===== src/biu_ahb_pkg.sv =====
/*
 * encodings, conversions and bundles shared by the core-side BIU and the
 * AHB3-Lite bus. prot flags are one-hot bits, and combinations are cast
 * into biu_prot_t. DWORD needs a 64 bit bus
 */
package biu_ahb_pkg;

  //////////////////////////////////////////////////////////////////////
  // core side encodings
  typedef enum logic [2:0] {BYTE = 3'd0, HWORD = 3'd1, WORD = 3'd2, DWORD = 3'd3} biu_size_t;

  typedef enum logic [2:0] {
    SINGLE, INCR, WRAP4, INCR4, WRAP8, INCR8, WRAP16, INCR16
  } biu_type_t;

  typedef enum logic [2:0] {
    PROT_DATA       = 3'b001,   // data access, else opcode fetch
    PROT_PRIVILEGED = 3'b010,
    PROT_CACHEABLE  = 3'b100
  } biu_prot_t;

  //////////////////////////////////////////////////////////////////////
  // AHB3-Lite encodings
  localparam logic [1:0] HTRANS_IDLE   = 2'b00;
  localparam logic [1:0] HTRANS_NONSEQ = 2'b10;
  localparam logic [1:0] HTRANS_SEQ    = 2'b11;

  localparam logic [2:0] HBURST_SINGLE = 3'b000;
  localparam logic [2:0] HBURST_INCR   = 3'b001;
  localparam logic [2:0] HBURST_WRAP4  = 3'b010;
  localparam logic [2:0] HBURST_INCR4  = 3'b011;
  localparam logic [2:0] HBURST_WRAP8  = 3'b100;
  localparam logic [2:0] HBURST_INCR8  = 3'b101;
  localparam logic [2:0] HBURST_WRAP16 = 3'b110;
  localparam logic [2:0] HBURST_INCR16 = 3'b111;

  localparam logic [2:0] HSIZE_BYTE  = 3'b000;
  localparam logic [2:0] HSIZE_HWORD = 3'b001;
  localparam logic [2:0] HSIZE_WORD  = 3'b010;
  localparam logic [2:0] HSIZE_DWORD = 3'b011;

  localparam logic [3:0] HPROT_DATA       = 4'b0001;
  localparam logic [3:0] HPROT_PRIVILEGED = 4'b0010;
  localparam logic [3:0] HPROT_CACHEABLE  = 4'b1000;

  localparam logic HRESP_OKAY  = 1'b0;
  localparam logic HRESP_ERROR = 1'b1;

  //////////////////////////////////////////////////////////////////////
  // bundles
  typedef struct packed {
    biu_size_t size;
    biu_type_t btype;          // burst type
    biu_prot_t prot;
    logic      lock;
    logic      we;
  } biu_req_t;                 // 11 bits

  typedef struct packed {
    logic       hsel;
    logic       hwrite;
    logic [2:0] hsize;
    logic [2:0] hburst;
    logic [3:0] hprot;
    logic [1:0] htrans;
    logic       hmastlock;
  } ahb_ctrl_t;                // 15 bits

  // bus control while parked
  localparam ahb_ctrl_t AHB_CTRL_IDLE = '{hsel: 1'b0, hwrite: 1'b0, hsize: HSIZE_WORD,
                                          hburst: HBURST_SINGLE,
                                          hprot: HPROT_DATA | HPROT_PRIVILEGED,
                                          htrans: HTRANS_IDLE, hmastlock: 1'b0};

  //////////////////////////////////////////////////////////////////////
  // core to bus conversions
  function automatic logic [2:0] biu_size2hsize(input biu_size_t size);
    case (size)
      BYTE   : return HSIZE_BYTE;
      HWORD  : return HSIZE_HWORD;
      DWORD  : return HSIZE_DWORD;
      default: return HSIZE_WORD;
    endcase
  endfunction

  function automatic logic [2:0] biu_type2hburst(input biu_type_t btype);
    case (btype)
      INCR   : return HBURST_INCR;
      WRAP4  : return HBURST_WRAP4;
      INCR4  : return HBURST_INCR4;
      WRAP8  : return HBURST_WRAP8;
      INCR8  : return HBURST_INCR8;
      WRAP16 : return HBURST_WRAP16;
      INCR16 : return HBURST_INCR16;
      default: return HBURST_SINGLE;
    endcase
  endfunction

  // beats minus one, undefined INCR runs as a single beat
  function automatic logic [3:0] biu_type2cnt(input biu_type_t btype);
    case (btype)
      WRAP4, INCR4  : return 4'd3;
      WRAP8, INCR8  : return 4'd7;
      WRAP16, INCR16: return 4'd15;
      default       : return 4'd0;
    endcase
  endfunction

  function automatic logic [3:0] biu_prot2hprot(input biu_prot_t prot);
    logic [3:0] hprot;
    hprot = 4'b0000;                                           // opcode, user, non-cacheable
    if (|(prot & PROT_DATA))       hprot = hprot | HPROT_DATA;
    if (|(prot & PROT_PRIVILEGED)) hprot = hprot | HPROT_PRIVILEGED;
    if (|(prot & PROT_CACHEABLE))  hprot = hprot | HPROT_CACHEABLE;
    return hprot;                                              // never bufferable
  endfunction

endpackage


===== src/biu_ahb3lite.sv =====
`timescale 1ns/1ps
/*
 * core strobe to AHB3-Lite master. request fields are held with biu_stb_i
 * until biu_stb_ack_o, and each biu_d_ack_o takes biu_d_i for the beat it
 * issues. an ERROR response aborts the burst and also drops a request that
 * was accepted during the failing beat. INCR runs as a single beat
 */
module biu_ahb3lite
  import biu_ahb_pkg::*;
#(
  parameter int DATA_SIZE = 32,
  parameter int ADDR_SIZE = 32
)
(
  input  logic                 HCLK,
  input  logic                 HRESETn,

  // AHB3-Lite master side
  output logic [ADDR_SIZE-1:0] haddr_o,
  output ahb_ctrl_t            hctrl_o,
  output logic [DATA_SIZE-1:0] hwdata_o,
  input  logic [DATA_SIZE-1:0] hrdata_i,
  input  logic                 hready_i,
  input  logic                 hresp_i,

  // core side
  input  logic                 biu_stb_i,      // request strobe
  input  biu_req_t             biu_req_i,
  input  logic [ADDR_SIZE-1:0] biu_adri_i,     // start address
  input  logic [DATA_SIZE-1:0] biu_d_i,        // write data, one beat
  output logic                 biu_stb_ack_o,  // request taken
  output logic                 biu_d_ack_o,    // write data taken
  output logic [ADDR_SIZE-1:0] biu_adro_o,     // address of acked beat
  output logic [DATA_SIZE-1:0] biu_q_o,
  output logic                 biu_ack_o,      // beat done
  output logic                 biu_err_o       // bus error
);

  localparam int BUS_BYTES = DATA_SIZE / 8;
  localparam logic [ADDR_SIZE-1:0] LANE_MASK = ADDR_SIZE'(BUS_BYTES - 1);

  //////////////////////////////////////////////////////////////////////
  // next beat address
  // steps by the bus width, wrapping bursts stay inside their block
  function automatic logic [ADDR_SIZE-1:0] nxt_addr(input logic [ADDR_SIZE-1:0] addr,
                                                    input logic [2:0]           hburst);
    logic [ADDR_SIZE-1:0] lin;
    logic [ADDR_SIZE-1:0] wmask;
    lin = (addr + ADDR_SIZE'(BUS_BYTES)) & ~LANE_MASK;
    case (hburst)
      HBURST_WRAP4 : wmask = ADDR_SIZE'(4 * BUS_BYTES - 1);
      HBURST_WRAP8 : wmask = ADDR_SIZE'(8 * BUS_BYTES - 1);
      HBURST_WRAP16: wmask = ADDR_SIZE'(16 * BUS_BYTES - 1);
      default      : wmask = '1;                            // plain increment
    endcase
    return (addr & ~wmask) | (lin & wmask);
  endfunction

  logic [3:0]           burst_cnt;   // beats left after current
  logic                 burst_done;
  logic                 data_ena;    // address phase carries a beat
  logic                 ddata_ena;   // data phase carries a beat
  logic [DATA_SIZE-1:0] wdata_q;     // first write data stage

  assign burst_done = (burst_cnt == 4'd0);

  // new request only between bursts and not while reporting an error
  assign biu_stb_ack_o = hready_i & burst_done & biu_stb_i & ~biu_err_o;

  // every issued beat takes its write data
  assign biu_d_ack_o = biu_stb_ack_o | (hready_i & ~burst_done);

  //////////////////////////////////////////////////////////////////////
  // address phase
  always_ff @(posedge HCLK or negedge HRESETn)
    if (!HRESETn)
    begin
      burst_cnt <= 4'd0;
      data_ena  <= 1'b0;
      biu_err_o <= 1'b0;
      haddr_o   <= '0;
      hctrl_o   <= AHB_CTRL_IDLE;
    end
    else
    begin
      biu_err_o <= 1'b0;                                   // one cycle pulse

      if (hready_i)
      begin
        if (!burst_done)
        begin
          // continue the burst
          data_ena       <= 1'b1;
          burst_cnt      <= burst_cnt - 4'd1;
          hctrl_o.htrans <= HTRANS_SEQ;
          haddr_o        <= nxt_addr(haddr_o, hctrl_o.hburst);
        end
        else if (biu_stb_ack_o)
        begin
          // start of a new transfer
          data_ena  <= 1'b1;
          burst_cnt <= biu_type2cnt(biu_req_i.btype);
          haddr_o   <= biu_adri_i;
          hctrl_o   <= '{hsel:      1'b1,
                         hwrite:    biu_req_i.we,
                         hsize:     biu_size2hsize(biu_req_i.size),
                         hburst:    biu_type2hburst(biu_req_i.btype),
                         hprot:     biu_prot2hprot(biu_req_i.prot),
                         htrans:    HTRANS_NONSEQ,
                         hmastlock: biu_req_i.lock};
        end
        else
        begin
          data_ena          <= 1'b0;
          hctrl_o.hsel      <= 1'b0;
          hctrl_o.htrans    <= HTRANS_IDLE;
          hctrl_o.hmastlock <= biu_req_i.lock;             // lock may span idle cycles
        end
      end
      else if (hresp_i == HRESP_ERROR)
      begin
        // first error cycle, cancel whatever is pending
        burst_cnt      <= 4'd0;
        data_ena       <= 1'b0;
        hctrl_o.hsel   <= 1'b0;
        hctrl_o.htrans <= HTRANS_IDLE;
        biu_err_o      <= 1'b1;
      end
      // wait states hold everything
    end

  //////////////////////////////////////////////////////////////////////
  // data phase
  always_ff @(posedge HCLK)
    if (biu_d_ack_o)
      wdata_q <= biu_d_i;

  // second stage lines up with the data phase
  always_ff @(posedge HCLK)
    if (hready_i)
    begin
      hwdata_o   <= wdata_q;
      biu_adro_o <= haddr_o;                               // beat address follows
    end

  always_ff @(posedge HCLK or negedge HRESETn)
    if (!HRESETn)
      ddata_ena <= 1'b0;
    else if (hready_i)
      ddata_ena <= data_ena;

  // a failing beat is never acknowledged
  assign biu_ack_o = hready_i & ddata_ena & (hresp_i == HRESP_OKAY);
  assign biu_q_o   = hrdata_i;

endmodule


===== config.mk =====
export PLATFORM = sky130hd
export DESIGN_NAME = biu_ahb3lite
export DESIGN_NICKNAME = d
export VERILOG_FILES = /design/src/biu_ahb_pkg.sv /design/src/biu_ahb3lite.sv
export SDC_FILE = /design/constraint.sdc
export NUM_CORES = 1
export LEC_CHECK = 0
export BUFFER_PORTS_ARGS = -buffer_cell sky130_fd_sc_hd__buf_4
export CAP_MARGIN = 15
export CORE_MARGIN = 2
export CORE_UTILIZATION = 40
export DETAILED_ROUTE_END_ITERATION = 16
export PLACE_DENSITY = 0.69
export SLEW_MARGIN = 10
export SYNTH_ARGS = -nofsm -noshare
export SYNTH_HDL_FRONTEND = slang
export SYNTH_SLANG_ARGS = --single-unit

===== constraint.sdc =====
create_clock -name HCLK -period 8.1 [get_ports HCLK]
set_input_delay 0.405 -clock HCLK [delete_from_list [all_inputs] [get_ports HCLK]]
set_output_delay 0.405 -clock HCLK [all_outputs]
set_load 0.05 [all_outputs]

==> tab_implementation.tex, run 1 <==
\begin{tabular}{lr}
\hline
Metric & Value \\
\hline
\multicolumn{2}{l}{\textbf{Run status}} \\
Outcome & finished, final reports clean \\
\multicolumn{2}{l}{\textbf{Floorplan}} \\
Width of the die & 127 um \\
Die Y & 127 um \\
Area enclosed by the die boundary & 16,200 sq um \\
\# rows & 45 \\
Count of pins on the block boundary & 259 \\
Core area & 15,000 sq um \\
Initial core utilization & 0.405 \\
\multicolumn{2}{l}{\textbf{Timing}} \\
Achievable frequency & 263 MHz \\
Final Setup Violations & 0 \\
Final total negative setup slack & 0 ns \\
Tightest Pin Transition & 0.880 ns \\
Unrepaired setup endpoints after global routing & no \\
Hold violation count in the final report & 0 \\
Max transition margin & 0.412 \\
Final min period & 3.80 ns \\
Final worst slack & 4.30 ns \\
Worst Skew & 0.00681 ns \\
Max-slew violation count & 0 \\
Period utilization & 0.469 \\
Hold slack & 0.0260 ns \\
\multicolumn{2}{l}{\textbf{Routing}} \\
Avg Vias per Cell & 5.36 \\
1st-iter DRT viols & 333 \\
Antenna viol nets, final & 0 \\
\# DRC & 0 \\
Routed Wire Length & 16,700 um \\
Wire length per cell after detailed routing & 19.9 um \\
Detailed-route via count & 4,499 \\
Detailed Routing Iterations Pass 1 & 5 \\
\multicolumn{2}{l}{\textbf{CTS}} \\
Clock tree sinks & 147 \\
CTS hold repair buffers & 0 \\
Clock transition at path regs & 0.06 ns \\
TritonCTS clock tree & yes \\
Max H-tree Level & 4 \\
Clk buf depth & 2 \\
CTS buffer count & 17 \\
Clock tree root driver cell & clkbuf\_16 \\
Number of gates resized after cts & 0 \\
Post-CTS Setup Bufs & 0 \\
Clock latency on the worst-skew pair & 0.42 ns \\
\multicolumn{2}{l}{\textbf{Synth}} \\
Flops \& latches, synth & 147 \\
Cell area after technology mapping & 6090 sq um \\
Post-synthesis cell type count & 58 \\
Mapped Cells & 478 \\
Fraction of post-synthesis cell area in the top cell type by area & 0.473 \\
Post-synthesis sequential area ratio & 0.684 \\
FFs w/ async S/R, synth & 0.347 \\
Cell accounting for the most synthesized area & edfxtp\_1 \\
Mean instance size in the synthesized netlist & 12.7 sq um \\
Most frequently used flop master after synthesis & edfxtp\_1 \\
Number of enable flip-flop cells after synthesis & 96 \\
Biggest area contributors in the synthesized netlist & edfxtp\_1, dfrtp\_1, buf\_4 \\
Synth Warn \# & 0 \\
\multicolumn{2}{l}{\textbf{Critical path}} \\
Critical-path maximum fanout & 62 \\
Cell with the largest stage delay on the worst path & buf\_4 \\
Worst R2R Setup Slack & 4.90 ns \\
Largest stage delay on the critical path & 0.54 ns \\
Worst EP arrival & 3.40 ns \\
WP data required & 7.70 ns \\
CP startpoint kind & register \\
Element type at the critical path end & primary output \\
Category of the most critical setup path & register to primary output \\
Cell-by-cell trace of the critical path & inv\_1, ha\_1, or3b\_1, buf\_4, o21ai\_2, inv\_2, buf\_4, nand2\_1, inv\_2, buf\_4 \\
Critical Path Most Common Cell & buf\_4 \\
\multicolumn{2}{l}{\textbf{Final layout}} \\
Cell Count, Final, Fillers Out & 839 \\
Growth of design area from synthesis to finish & 31.8\% \\
Final core utilization & 0.534 \\
Final instance area & 8030 sq um \\
Layout cells sized above 1 & 0.372 \\
Ant. Diodes & 0 \\
NumNets Final & 753 \\
\multicolumn{2}{l}{\textbf{Pwr}} \\
Worst vdd rail ir drop & 0.272 mV \\
Share of power burned in registers & 0.364 \\
Power, Total & 3.44 mW \\
Leakage component of the power & 3.32 nW \\
Clock Power Share & 0.215 \\
Sw frac & 0.448 \\
Portion of total power attributed to combinational logic & 0.421 \\
Switching power & 1.54 mW \\
Power density normalized to cell area & 428 nW/um\^{}2 \\
Internal power of the cells & 1.90 mW \\
\multicolumn{2}{l}{\textbf{Placed design}} \\
DP Area & 7470 sq um \\
Minimum setup slack after placement & 4.70 ns \\
Number of port buffers & 192 \\
Dpl hpwl & 12,100 um \\
Placed insts & 807 \\
Final Wtd Congestion & 0.802 \\
\multicolumn{2}{l}{\textbf{Global route}} \\
Overall track demand over capacity in global routing & 0.209 \\
Maximum number of pins on one net before global-route repair & 63 \\
Via count of the first global-routing pass & 4,404 \\
Global-route track usage on met2 & 0.349 \\
Total global routing overflow & 0 \\
First-pass GRT wire length & 25,200 um \\
Most Used Layer, Global Route & met2 \\
GR Layer Usage met3 & 0.0570 \\
Met1 global-route usage & 0.257 \\
Initial antenna violation count & 0 \\
\multicolumn{2}{l}{\textbf{Job}} \\
Max-cap check violation count & 0 \\
\multicolumn{2}{l}{\textbf{Worst hold path}} \\
HP Class & primary input to asynchronous set/reset pin \\
\hline
\end{tabular}
==> kinds of logic after synthesis <==
family          after synthesis  share of synthesized area
flops                       147                      0.684
simple gates                146                      0.124
compound gates              109                      0.111
buf+inv                      66                     0.0645
mux                           5                    0.00904
fa+ha+maj                     3                    0.00616
other cells                   1                   0.000616
xor+xnor                      1                    0.00144
==> worst max-delay path: cells and delay by family, from the launching register on <==
kind                     cells  cell delay (ns)
buffers and inverters        6             1.56
AND/OR/NAND/NOR              2             0.63
flip-flops                   1             0.41
adder cells (fa/ha/maj)      1             0.23
AO/OA/AOI/OAI                1             0.10
==> final cells by class <==
cell class / instances / area (sq um)
tap: 188 / 235
inverter: 8 / 30.0
multi-input combinational: 266 / 1550
clock buffer: 18 / 429
timing repair buffer: 198 / 1490
sequential: 147 / 4160
clock inverter: 14 / 133
fill: 1280 / 7010
==> metal layers <==
layer	wire length [um]	share of wire	vias to the layer above
met2	8330	0.50	222
met1	6640	0.40	2152
met5	0	0	-
li1	-	-	2079
met3	1330	0.079	46
met4	431	0.026	0
==> power by group through the flow <==
stage	Combinational, mW	Clock [mW]	Sequential, mW
6_report	1.45	0.739	1.25
5_1_grt	1.54	0.787	1.28
4_1_cts	1.45	0.755	1.25
3_5_place_dp	1.45	0	1.26
3_3_place_gp	1.42	0	1.25
2_1_floorplan	0.530	0	1.73
==> path summary, 6_finish.rpt <==
path | endpoint | start | cells after the start
worst max-delay path | biu_stb_ack_o | burst_cnt[1] | 10
worst min-delay path | ddata_ena | HRESETn | 1
worst max register to register | register | burst_cnt[1] | 11
worst min register to register | hwdata_o[0] | wdata_q[0] | 0
max in group asynchronous | asynchronous set/reset pin | HRESETn | 1
min in group HCLK | wdata_q[18] | biu_d_i[18] | 1
==> synth_stat cells (3+ instances only) <==
cell type / number
edfxtp_1: 96
and3_1: 6
nor2_1: 18
nand3_1: 19
dfstp_2: 3
a32oi_1: 3
buf_1: 3
inv_1: 6
nand2_1: 52
o21ai_0: 18
nor4_1: 5
a22o_1: 3
o22ai_1: 8
a2bb2oi_1: 4
nor3b_1: 3
buf_2: 8
ha_1: 3
o21ai_1: 12
mux2_1: 3
nand4_1: 10
dfrtp_1: 48
nor3_1: 10
clkbuf_1: 11
o211ai_1: 3
buf_4: 36
and2_1: 4
a31oi_1: 5
a21oi_1: 33
o2bb2ai_1: 3
==> cell usage in the layout, fill, tap and decap left out, types with 3 or more instances in the layout <==
cell type	netlist	final
a21oi_1	33	33
a22o_1	3	3
a2bb2oi_1	4	4
a31oi_1	5	5
a32oi_1	3	3
and2_1	4	4
and3_1	6	6
buf_4	36	197
clkbuf_16	0	17
clkinv_4	0	5
clkinvlp_4	0	3
dfrtp_1	48	48
dfstp_2	3	3
edfxtp_1	96	96
ha_1	3	3
inv_1	6	6
mux2_1	3	3
nand2_1	52	52
nand3_1	19	19
nand4_1	10	10
nor2_1	18	18
nor3_1	10	10
nor3b_1	3	3
nor4_1	5	5
o211ai_1	3	3
o21ai_0	18	18
o21ai_1	12	11
o22ai_1	8	8
o2bb2ai_1	3	3
(Power assumes the default switching activity.)
==> inputs of run 2 (changes only) <==
--- a/config.mk
+++ b/config.mk
@@ -10,7 +10,7 @@
 export CORE_MARGIN = 2
 export CORE_UTILIZATION = 40
 export DETAILED_ROUTE_END_ITERATION = 16
-export PLACE_DENSITY = 0.69
+export PLACE_DENSITY = 0.72
 export SLEW_MARGIN = 10
 export SYNTH_ARGS = -nofsm -noshare
 export SYNTH_HDL_FRONTEND = slang
==> constraint.sdc (replaced) <==
create_clock -name HCLK -period 3.25 [get_ports HCLK]
set_input_delay 0.1625 -clock HCLK [delete_from_list [all_inputs] [get_ports HCLK]]
set_output_delay 0.1625 -clock HCLK [all_outputs]
set_load 0.05 [all_outputs]
==> run 2 against run 1 <==
Sequential power rose by 150%. Design area rose by 6.2%. Count of clock-buffer cells in the layout fell by 1. Largest cell class unchanged. Highest routed layer unchanged. Power rose to 2.5 times the previous value. Clock skew barely moved. Routed wire length rose by 5.0%. Global-route usage rose by 0.73 points. Critical endpoint is now hctrl_o[10]. Sequential share of layout area fell by 3.0 points. Critical path depth did not move. Sequential cell count did not move. Clock power rose by 140%. First-iteration DRC count fell by 16%.
==> tab_implementation.tex, run 2 (synthesis results as in run 1) <==
\begin{tabular}{lr}
\hline
Metric & Value \\
\hline
\multicolumn{2}{l}{\textbf{Global route}} \\
Met1 global-route usage & 0.259 (+0.00140) \\
Most Used Layer, Global Route & met2 \\
GR Layer Usage met3 & 0.0561 (-0.000838) \\
First-pass GRT wire length & 26,400 um (+4.7\%) \\
Via count of the first global-routing pass & 4,735 (+7.5\%) \\
Global-route track usage on met2 & 0.363 (+0.0148) \\
Total global routing overflow & 0 (unchanged) \\
Maximum number of pins on one net before global-route repair & 62 (-1.6\%) \\
Initial antenna violation count & 0 (unchanged) \\
Overall track demand over capacity in global routing & 0.216 (+0.00733) \\
\multicolumn{2}{l}{\textbf{Timing}} \\
Max-slew violation count & 0 (unchanged) \\
Hold violation count in the final report & 0 (unchanged) \\
Period utilization & 0.858 \\
Unrepaired setup endpoints after global routing & no \\
Final Setup Violations & 0 (unchanged) \\
Final total negative setup slack & 0 ns (unchanged) \\
Tightest Pin Transition & 0.755 ns (-0.125 ns) \\
Max transition margin & 0.497 (+0.0847) \\
Final min period & 2.79 ns \\
Worst Skew & 0.00697 ns (+0.000162 ns) \\
Achievable frequency & 358 MHz \\
\multicolumn{2}{l}{\textbf{CTS}} \\
Post-CTS Setup Bufs & 0 (unchanged) \\
CTS buffer count & 17 (unchanged) \\
Max H-tree Level & 4 (unchanged) \\
Clk buf depth & 2 (unchanged) \\
TritonCTS clock tree & yes \\
Clock tree root driver cell & clkbuf\_16 \\
Clock transition at path regs & 0.06 ns (about the same) \\
Number of gates resized after cts & 0 (unchanged) \\
Clock latency on the worst-skew pair & 0.42 ns (about the same) \\
Clock tree sinks & 147 (unchanged) \\
\multicolumn{2}{l}{\textbf{Run status}} \\
Outcome & finished, final reports clean \\
\multicolumn{2}{l}{\textbf{Floorplan}} \\
Die Y & 127 um (unchanged) \\
Initial core utilization & 0.405 (unchanged) \\
Width of the die & 127 um (unchanged) \\
Count of pins on the block boundary & 259 (unchanged) \\
\# rows & 45 (unchanged) \\
Core area & 15,000 sq um (unchanged) \\
Area enclosed by the die boundary & 16,200 sq um (unchanged) \\
\multicolumn{2}{l}{\textbf{Routing}} \\
Avg Vias per Cell & 5.34 (-0.48\%) \\
1st-iter DRT viols & 281 (-16\%) \\
Wire length per cell after detailed routing & 19.7 um (-1.2\%) \\
Antenna viol nets, final & 0 (unchanged) \\
\# DRC & 0 (unchanged) \\
Detailed Routing Iterations Pass 1 & 5 (unchanged) \\
Routed Wire Length & 17,600 um (+5.0\%) \\
Detailed-route via count & 4,755 (+5.7\%) \\
\multicolumn{2}{l}{\textbf{Final layout}} \\
NumNets Final & 805 (+6.9\%) \\
Leading cell type in the layout, fill and taps excluded & buf\_4 \\
Footprint of the multi-input gates & 1550 sq um (unchanged) \\
Top library cells by usage in the layout, fill and taps aside & buf\_4, edfxtp\_1, nand2\_1 \\
Ant. Diodes & 0 (unchanged) \\
Fillers & 1,226 (-4.2\%) \\
Layout cells sized above 1 & 0.349 (-0.0232) \\
Sequential standard cell area & 4160 sq um (unchanged) \\
Final core utilization & 0.567 (+0.0332) \\
Growth of design area from synthesis to finish & 40.0\% \\
\multicolumn{2}{l}{\textbf{Job}} \\
Max-cap check violation count & 0 (unchanged) \\
\multicolumn{2}{l}{\textbf{Critical path}} \\
Critical path buffer and inverter count & 4 (-2) \\
Worst EP arrival & 3.10 ns (-0.30 ns) \\
WP data required & 3.56 ns (-4.14 ns) \\
Largest stage delay on the critical path & 0.55 ns (about the same) \\
Cell-by-cell trace of the critical path & inv\_1, ha\_1, or3b\_1, o21ai\_2, inv\_2, nand2\_1, inv\_2, nand3b\_1, dlygate4sd3\_1, nand2\_1 \\
Worst R2R Setup Slack & 0.46 ns (-4.44 ns) \\
Cell with the largest stage delay on the worst path & dlygate4sd3\_1 \\
Category of the most critical setup path & register to register \\
Dominant delay contributor by cell family on the critical path & buffers and inverters \\
CP startpoint kind & register \\
Element type at the critical path end & register \\
Critical-path maximum fanout & 12 (-81\%) \\
\multicolumn{2}{l}{\textbf{Placed design}} \\
Final Wtd Congestion & 0.898 (+12\%) \\
Dpl hpwl & 12,200 um (+0.67\%) \\
Number of port buffers & 192 (unchanged) \\
\multicolumn{2}{l}{\textbf{Pwr}} \\
Worst vdd rail ir drop & 0.659 mV (+140\%) \\
Power density normalized to cell area & 1010 nW/um\^{}2 (+140\%) \\
Leakage component of the power & 3.53 nW (+6.4\%) \\
\multicolumn{2}{l}{\textbf{Worst hold path}} \\
HP Class & primary input to register \\
\hline
\end{tabular}
## run 2: cell count changes in the layout (fill, tap and decap cells not counted), sizes merged
cell / change
clkinv: -2
inv: +5
clkbuf: -1
buf: +1
clkinvlp: -1
bufinv: -1
dlygate4sd3: +51
## run 2: metrics by stage
| stage | cells | instance area [sq um] | hold WS, ns | setup slack, ns | power (mW) |
|---|---|---|---|---|---|
| after floorplan | 479 | 6100 | -0.133 | 0.0949 | 5.64 |
| after global placement | 808 | 7470 | 0.248 | 0.878 | 6.66 |
| after detailed placement | 808 | 7470 | 0.259 | 0.706 | 6.78 |
| after CTS | 891 | 8530 | 0.00109 | 0.456 | 8.65 |
| after global routing | 891 | 8530 | 0.0137 | 0.272 | 9.04 |
| final | 891 | 8530 | 0.0193 | 0.460 | 8.62 |
## run 2: final timing paths
path	start	to	cells after the start
setup / recovery	burst_cnt[0]	hctrl_o[10]	10
hold / removal	biu_adri_i[3]	haddr_o[3]	3
setup reg to reg	burst_cnt[0]	hctrl_o[10]	10
hold reg to reg	wdata_q[11]	hwdata_o[11]	0
max in group asynchronous	HRESETn	asynchronous set/reset pin	2
min in group asynchronous	HRESETn	burst_cnt[3]	2
## run 2: final cells by class
cell class,count,area share
flip-flops and latches,147,0.488
repair buffers,250,0.235
multi-input cells,266,0.182
clock buffers,17,0.0499
well taps,188,0.0276
clock inverters,15,0.0142
inverters,8,0.00352
## run 2: what timing repair did
item                                   in CTS  in global routing
hold buffers                               51                  0
setup endpoints to repair                   0                  0
endpoints found under the hold margin      96                  0
## run 2: worst register-to-register path: stages, from the launching register on
cell and delay (ns):
dfrtp_1 0.39, inv_1 0.15, ha_1 0.25, or3b_1 0.42, o21ai_2 0.17, inv_2 0.05
nand2_1 0.32, inv_2 0.20, nand3b_1 0.12, dlygate4sd3_1 0.55, nand2_1 0.05
## run 2: report_power, final
part / internal, mW / total [mW] / leakage [nW] / switching (mW)
Sequential: 2.60 / 3.12 / 1.55 / 0.524
Combinational: 1.12 / 3.69 / 1.72 / 2.56
Clock: 0.996 / 1.81 / 0.267 / 0.811
## run 2: routing by layer
metal | wire length (um) | part of all wire | vias up
met3 | 1470 | 0.084 | 57
li1 | - | - | 2180
met4 | 615 | 0.035 | 0
met2 | 8630 | 0.49 | 244
met5 | 0 | 0 | -
met1 | 6850 | 0.39 | 2274
